$ cat src/hdl/divPkg.sv
/*
  Shared widths and types of the divider core.
  Mantissas include the hidden bit; exponents are biased by ExpBias.
  The step counter is sized for the one digit per cycle case.
*/

package divPkg;

  ////////////////////////////////////////////////////////////
  // widths and constants
  ////////////////////////////////////////////////////////////

  localparam int unsigned MantW   = 24;  // hidden bit included
  localparam int unsigned ExpW    = 8;
  localparam int unsigned ExpBias = 127;

  // enough for MantW iteration cycles at one digit per cycle
  localparam int unsigned StepCntW = $clog2(MantW);

  ////////////////////////////////////////////////////////////
  // vector types
  ////////////////////////////////////////////////////////////

  typedef logic [MantW-1:0] mantT;              // mantissa or quotient
  typedef logic [MantW:0] remT;                 // partial remainder or cell operand
  typedef logic [ExpW-1:0] expT;                // biased operand exponent
  typedef logic signed [ExpW+1:0] expResT;      // prenorm exponent with room for over/underflow
  typedef logic [StepCntW-1:0] stepCntT;

  typedef struct packed {
    mantT mant;
    expT  exp;
  } divOperandT;

  typedef struct packed {
    mantT   mant;
    expResT exp;
  } divResultT;

  // control FSM
  typedef enum logic [1:0] {
    Idle,
    Load,
    Iterate
  } divStateT;

endpackage

$ cat src/hdl/divCtrl.sv
/*
  Sequencer of the divider core. A start is only taken in Idle.
  Load follows start by one cycle, then MantW/DigitsPerCycle Iterate cycles.
  DigitsPerCycle has to divide MantW.
*/

module divCtrl #(
  parameter int unsigned DigitsPerCycle = 4
) (
  input  logic Clk_CI,
  input  logic Rst_RBI,
  input  logic start,
  output logic load,
  output logic iterEn,
  output logic lastStep,
  output logic ready,
  output logic done
);

  localparam int unsigned NSteps = divPkg::MantW / DigitsPerCycle;
  localparam divPkg::stepCntT LastCnt = divPkg::stepCntT'(NSteps - 1);

  divPkg::divStateT state;
  divPkg::divStateT stateNext;
  divPkg::stepCntT  stepCnt;

  ////////////////////////////////////////////////////////////
  // state machine
  ////////////////////////////////////////////////////////////

  always_comb
  begin
    stateNext = state;
    case (state)
      divPkg::Idle:
      begin
        if (start)
          stateNext = divPkg::Load;  // Load acts as the delayed start
      end
      divPkg::Load:
        stateNext = divPkg::Iterate;
      divPkg::Iterate:
      begin
        if (stepCnt == LastCnt)
          stateNext = divPkg::Idle;
      end
      default:
        stateNext = divPkg::Idle;
    endcase
  end

  always_ff @(posedge Clk_CI, negedge Rst_RBI)
  begin
    if (~Rst_RBI)
    begin
      state   <= divPkg::Idle;
      stepCnt <= '0;
    end
    else
    begin
      state <= stateNext;
      if (state == divPkg::Iterate)
        stepCnt <= stepCnt + 1'b1;
      else
        stepCnt <= '0;
    end
  end

  assign load     = (state == divPkg::Load);
  assign iterEn   = load | (state == divPkg::Iterate);
  assign lastStep = (state == divPkg::Iterate) && (stepCnt == LastCnt);

  // handshake strobes
  always_ff @(posedge Clk_CI, negedge Rst_RBI)
  begin
    if (~Rst_RBI)
    begin
      ready <= 1'b1;
      done  <= 1'b0;
    end
    else
    begin
      done <= lastStep;       // result gets latched on the same edge
      if (lastStep)
        ready <= 1'b1;
      else if (load)
        ready <= 1'b0;
    end
  end

endmodule

$ cat src/hdl/divDatapath.sv
/*
  Remainder, quotient and result registers of the divider core.
  num and den must hold from start until done.
  Result mantissa is the floor quotient before normalization.
*/

module divDatapath #(
  parameter int unsigned DigitsPerCycle = 4
) (
  input  logic                      Clk_CI,
  input  logic                      Rst_RBI,
  input  logic                      load,
  input  logic                      iterEn,
  input  logic                      lastStep,
  input  divPkg::divOperandT        num,
  input  divPkg::divOperandT        den,
  input  divPkg::remT               nextRem,
  input  logic [DigitsPerCycle-1:0] qBits,
  input  logic                      corrCarry,
  output divPkg::remT               rem,
  output logic                      lastQBit,
  output divPkg::divResultT         result
);

  divPkg::mantT   quot;
  divPkg::expResT expNext;

  ////////////////////////////////////////////////////////////
  // iteration registers
  ////////////////////////////////////////////////////////////

  // remainder and quotient step on every active cycle
  always_ff @(posedge Clk_CI)
  begin
    if (iterEn)
    begin
      rem  <= nextRem;
      quot <= divPkg::mantT'({quot, qBits});  // new digits enter at the lsb
    end
  end

  assign lastQBit = quot[0];

  ////////////////////////////////////////////////////////////
  // result
  ////////////////////////////////////////////////////////////

  // signed biased difference plus bias
  assign expNext = divPkg::expResT'({2'b00, num.exp})
                 - divPkg::expResT'({2'b00, den.exp})
                 + divPkg::expResT'(divPkg::ExpBias);

  always_ff @(posedge Clk_CI, negedge Rst_RBI)
  begin
    if (~Rst_RBI)
    begin
      result <= '0;
    end
    else
    begin
      if (load)
        result.exp <= expNext;
      // quot already holds all digits so the extra digits of this cycle are dropped
      if (lastStep)
        result.mant <= quot + divPkg::mantT'(corrCarry);
    end
  end

endmodule

$ cat src/hdl/divIterStage.sv
/*
  Combinational chain of DigitsPerCycle non-restoring add/subtract cells.
  The first cell in the load cycle computes num - den - 1, so the quotient
  comes out one low in some cases; corrCarry fixes that after the last step.
*/

module divIterStage #(
  parameter int unsigned DigitsPerCycle = 4
) (
  input  logic                      load,
  input  divPkg::mantT              numMant,
  input  divPkg::mantT              denMant,
  input  divPkg::remT               rem,
  input  logic                      lastQBit,
  output divPkg::remT               nextRem,
  output logic [DigitsPerCycle-1:0] qBits,
  output logic                      corrCarry
);

  localparam int unsigned MantW = divPkg::MantW;
  localparam int unsigned CorrW = MantW + 2;

  // weight of the first quotient bit in remainder units
  localparam logic [CorrW-1:0] CorrOffset = {2'b00, 1'b1, {(MantW-1){1'b0}}};

  divPkg::remT denExt;
  divPkg::remT denInv;

  divPkg::remT [DigitsPerCycle-1:0] cellA;
  divPkg::remT [DigitsPerCycle-1:0] cellSum;
  logic [DigitsPerCycle-1:0]        cellSel;    // 1 selects ~den
  logic [DigitsPerCycle-1:0]        cellCarry;

  assign denExt = {1'b0, denMant};
  assign denInv = ~denExt;

  ////////////////////////////////////////////////////////////
  // iteration cells
  ////////////////////////////////////////////////////////////

  // load starts from the numerator with a subtraction
  assign cellA[0]   = load ? {1'b0, numMant} : {rem[MantW-1:0], lastQBit};
  assign cellSel[0] = load | lastQBit;

  for (genvar i = 0; i < DigitsPerCycle; i++)
  begin : genCell
    divPkg::remT opB;

    assign opB = cellSel[i] ? denInv : denExt;
    assign {cellCarry[i], cellSum[i]} = {1'b0, cellA[i]} + {1'b0, opB};
    assign qBits[DigitsPerCycle-1-i] = cellCarry[i];  // first cell is the msb

    if (i < DigitsPerCycle - 1)
    begin : genLink
      // shifted carry in the lsb supplies the +1 of the next subtraction
      assign cellA[i+1]   = {cellSum[i][MantW-1:0], cellCarry[i]};
      assign cellSel[i+1] = cellCarry[i];
    end
  end

  assign nextRem = cellSum[DigitsPerCycle-1];

  ////////////////////////////////////////////////////////////
  // final correction
  ////////////////////////////////////////////////////////////

  // restore the remainder and then test rem + offset >= den
  logic [CorrW-1:0] remSe;
  logic [CorrW-1:0] corrSub;
  logic [CorrW-1:0] corrSum;

  assign remSe     = {rem[MantW], rem};
  assign corrSub   = lastQBit ? {2'b00, denMant} : '0;  // restored negative rem cancels den
  assign corrSum   = remSe + CorrOffset - corrSub;
  assign corrCarry = ~corrSum[CorrW-1];

endmodule

$ cat src/hdl/divUnit.sv
/*
  Mantissa and exponent core of a floating-point divider.
  start is a one-cycle pulse, legal only while ready is high.
  done pulses MantW/DigitsPerCycle + 1 cycles after start is sampled.
*/

module divUnit #(
  parameter int unsigned DigitsPerCycle = 4
) (
  input  logic               Clk_CI,
  input  logic               Rst_RBI,
  input  logic               start,
  input  divPkg::divOperandT num,
  input  divPkg::divOperandT den,
  output logic               ready,
  output logic               done,
  output divPkg::divResultT  result
);

  logic load;
  logic iterEn;
  logic lastStep;
  logic lastQBit;
  logic corrCarry;

  divPkg::remT               rem;
  divPkg::remT               nextRem;
  logic [DigitsPerCycle-1:0] qBits;

  divCtrl #(
    .DigitsPerCycle(DigitsPerCycle)
  ) ctrl_i (
    .Clk_CI  (Clk_CI),
    .Rst_RBI (Rst_RBI),
    .start   (start),
    .load    (load),
    .iterEn  (iterEn),
    .lastStep(lastStep),
    .ready   (ready),
    .done    (done)
  );

  // one stage reused on every cycle
  divIterStage #(
    .DigitsPerCycle(DigitsPerCycle)
  ) iterStage_i (
    .load     (load),
    .numMant  (num.mant),
    .denMant  (den.mant),
    .rem      (rem),
    .lastQBit (lastQBit),
    .nextRem  (nextRem),
    .qBits    (qBits),
    .corrCarry(corrCarry)
  );

  divDatapath #(
    .DigitsPerCycle(DigitsPerCycle)
  ) datapath_i (
    .Clk_CI   (Clk_CI),
    .Rst_RBI  (Rst_RBI),
    .load     (load),
    .iterEn   (iterEn),
    .lastStep (lastStep),
    .num      (num),
    .den      (den),
    .nextRem  (nextRem),
    .qBits    (qBits),
    .corrCarry(corrCarry),
    .rem      (rem),
    .lastQBit (lastQBit),
    .result   (result)
  );

endmodule

$ cat config.mk
export PLATFORM = sky130hd
export DESIGN_NAME = divUnit
export DESIGN_NICKNAME = d
export VERILOG_FILES = /design/src/hdl/divPkg.sv /design/src/hdl/divCtrl.sv /design/src/hdl/divDatapath.sv /design/src/hdl/divIterStage.sv /design/src/hdl/divUnit.sv
export SDC_FILE = /design/constraint.sdc
export NUM_CORES = 1
export LEC_CHECK = 0
export BUFFER_PORTS_ARGS = -buffer_cell sky130_fd_sc_hd__buf_2
export CAP_MARGIN = 20
export CORE_AREA = 2 2 180 182
export CTS_CLUSTER_SIZE = 25
export DETAILED_ROUTE_END_ITERATION = 12
export DIE_AREA = 0 0 182 184
export GPL_TIMING_DRIVEN = 0
export HOLD_SLACK_MARGIN = 0.05
export PLACE_DENSITY = 0.48
export SYNTH_ARGS = -nofsm -noshare
export SYNTH_HDL_FRONTEND = slang
export SYNTH_SLANG_ARGS = --single-unit
$ cat constraint.sdc
create_clock -name Clk_CI -period 15.1 [get_ports Clk_CI]
set_clock_uncertainty 0.2 [all_clocks]
set_input_delay 0.755 -clock Clk_CI [delete_from_list [all_inputs] [get_ports Clk_CI]]
set_output_delay 0.755 -clock Clk_CI [all_outputs]
set_load 0.005 [all_outputs]
==> results.toml <==
[logic_synthesis]
yosys_warnings = 0
syn_inst = 1255
synthTopCellsByArea = "ha_1 (19%), edfxtp_1 (13%), xnor2_1 (10%), dfrtp_1 (9.6%), xor2_1 (6.9%)"
async_reset_ff_share_pct = 46.7
ys.flop_type = "edfxtp_1"
ys_seq_area_share_pct = 23.3
synth_top_area_share_pct = 18.7
ys_types = 69
ys_ff_latch = 92
syn_nets = 1490
syn-cell-area_um2 = 10900
yosysTopAreaCell = "ha_1"
syn_area_per_cell_um2 = 8.71
synth_edf_count = 49

[setup_path]
critical_path_depth = 43
reg2reg_slack_ns = 2.93
cp_slowest_stage_delay_ns = 0.82
slowest_stage = "nor2_1"
r2r_start = "datapath_i.quot[0]"
critical_path.startpoint = "datapath_i.quot[0]"
ff2ff_path_depth = 43
critical_path.most_common_cell = "a31oi_1"
crit_family = "compound AO/OA/AOI/OAI gates"
crit_type = "reg -> reg"
path_buf_inv = 10
worst-path-max-fanout = 12
cp.required_ns = 14.99
worstReg2RegEnd = "datapath_i.rem[20]"
startpoint_type = "flop"
crit_end = "datapath_i.rem[20]"
cp_data_arrival_time_ns = 12.06
end_kind = "flop"

[worst_hold_path]
hold_class = "reg -> reg"

[clock_network]
cts_setup_buffers = 0
clk_path_buf_depth = 2
clk_latency_ns = 0.34
cts_max_level = 3
cts_num_sinks = 92
clkTransAtPathRegs_ns = 0.08
clockRootBuffer = "clkbuf_16"
numCtsBuffers = 9
ctsResizeCount = 0
cts_tree = "done"

[global_routing]
grt_antenna_before_repair = 0
grt_overflow = 0
grt_pass1_vias = 8899
track_usage_pct = 17.8
grt_max_degree = 44
grt_first_pass_wirelength_mm = 47.1

[sta]
hold_viol_final = 0
slew_headroom_pct = 33.9
setup_viol = 0
tightest_slew_ns = 0.988
min_period_ns = 12.17
drv_slew = 0
period_share_pct = 80.6
fmax_ghz = 0.0821
finalSetupTns_ns = 0
grt_setup_unrepaired = "false"

[route]
via_per_inst = 5.14
drtPass1Iterations = 5
wl_per_cell_um = 16.7
drt_iter0_markers = 393
vias = 9025
wl_mm = 29.4
remaining_drc_errors = 0
antenna_left = 0

[cells_and_area]
final_cell_mix = "ha_1 (162), xnor2_1 (127), nand2_1 (118), a21oi_1 (94), xor2_1 (86)"
areaGrowthSynthToFinish_pct = 11.5
drive_above_1_share_pct = 11.0
diodes = 0
layout_commonest_cell = "ha_1"
layout.area.seq_um2 = 2550
final_nets = 1583
multi_input_area_um2 = 7930
nFillCells = 3263

[status]
outcome = "finished, final reports clean"

[floorplan]
die_h_um = 184
initial_core_util_pct = 34.8
io_pins = 103
core_area_um2 = 31400
die_w_um = 182
rows = 65
dieArea_um2 = 33500

[placement]
dp_hpwl_mm = 24.7
numPortBuffers = 79
place_congestion = 0.869

[flow_run]
drv_cap = 0
==> cells by family after synthesis <==
| group | after synthesis | synth area share (%) |
|---|---|---|
| compound gates | 334 | 19.5 |
| simple gates | 311 | 13.4 |
| xor+xnor | 213 | 17.1 |
| fa+ha+maj | 168 | 19.6 |
| buf+inv | 108 | 4.19 |
| flops | 92 | 23.3 |
| mux | 29 | 2.99 |
==> worst min-delay path by stage <==
stage	endpoint	start	cells after the start
final	datapath_i.result[30]	datapath_i.result[30]	2
after global routing	datapath_i.result[32]	datapath_i.result[32]	2
after global placement	datapath_i.result[30]	datapath_i.result[30]	2
after floorplan	datapath_i.quot[7]	datapath_i.quot[3]	0
after CTS	datapath_i.result[30]	datapath_i.result[30]	2
after detailed placement	datapath_i.result[11]	datapath_i.result[11]	2
==> final cells by class <==
| cell class | instances | area share (%) |
|---|---|---|
| multi-input combinational | 1055 | 65.0 |
| sequential | 92 | 20.9 |
| tap | 402 | 4.13 |
| timing repair buffer | 82 | 3.65 |
| buffer | 53 | 2.06 |
| clock buffer | 9 | 1.85 |
| inverter | 55 | 1.69 |
| clock inverter | 7 | 0.667 |
==> cells in the mapped netlist (15+ instances only) <==
library cell and instances:
ha_1 163, xnor2_1 127, nand2_1 118, a21oi_1 94, xor2_1 86, o21ai_0 74
nor2_1 65, inv_1 55, a21o_1 53, edfxtp_1 49, dfrtp_1 42, mux2_2 29
clkbuf_1 27, nand3_1 26, nand2b_1 19, buf_1 17, a31oi_1 15
==> worst register-to-register path: cells and delay by family (launching register included) <==
family	cells	cell delay (ns)
AO/OA/AOI/OAI	18	4.43
XOR/XNOR	3	0.42
adder cells (fa/ha/maj)	5	1.48
buffers and inverters	10	2.82
flip-flops	1	0.42
AND/OR/NAND/NOR	7	2.13
==> per-stage QoR <==
| step | area [µm²] | util (%) | setup WS [ns] | hold slack [ns] | std cells |
|---|---|---|---|---|---|
| floorplan | 10900 | - | 5.45 | 0.241 | 1255 |
| global placement | 11800 | 37.7 | 2.67 | 0.260 | 1736 |
| detailed placement | 11900 | 37.8 | 2.66 | 0.266 | 1737 |
| CTS | 12200 | 38.7 | 2.62 | 0.284 | 1753 |
| global route | 12200 | 38.8 | 1.78 | 0.295 | 1755 |
| finish | 12200 | 38.8 | 2.93 | 0.276 | 1755 |
==> state kept, by name (all words and copies together) (netlist names) <==
name and count:
datapath_i.result 34, ctrl_i.stepCnt 5, datapath_i.quot 24, ctrl_i.ready 1
ctrl_i.done 1, ctrl_i.state 2, datapath_i.rem 25
==> per-layer routing <==
layer / track usage, % / part of all wire (%) / vias to the layer above
met5: 0 / 0 / -
met4: 5.13 / 2.1 / 0
met3: 1.49 / 2.3 / 27
met2: 29.7 / 45 / 134
met1: 24.6 / 50 / 4202
li1: - / - / 4662
==> repair_timing <==
action	in CTS	in global routing
hold endpoints to repair	0	4
endpoints found under the setup margin	0	0
hold buffers	0	1
Power is not shown: default switching activity piles up to over one toggle a cycle in this logic, so the estimate is an artifact.
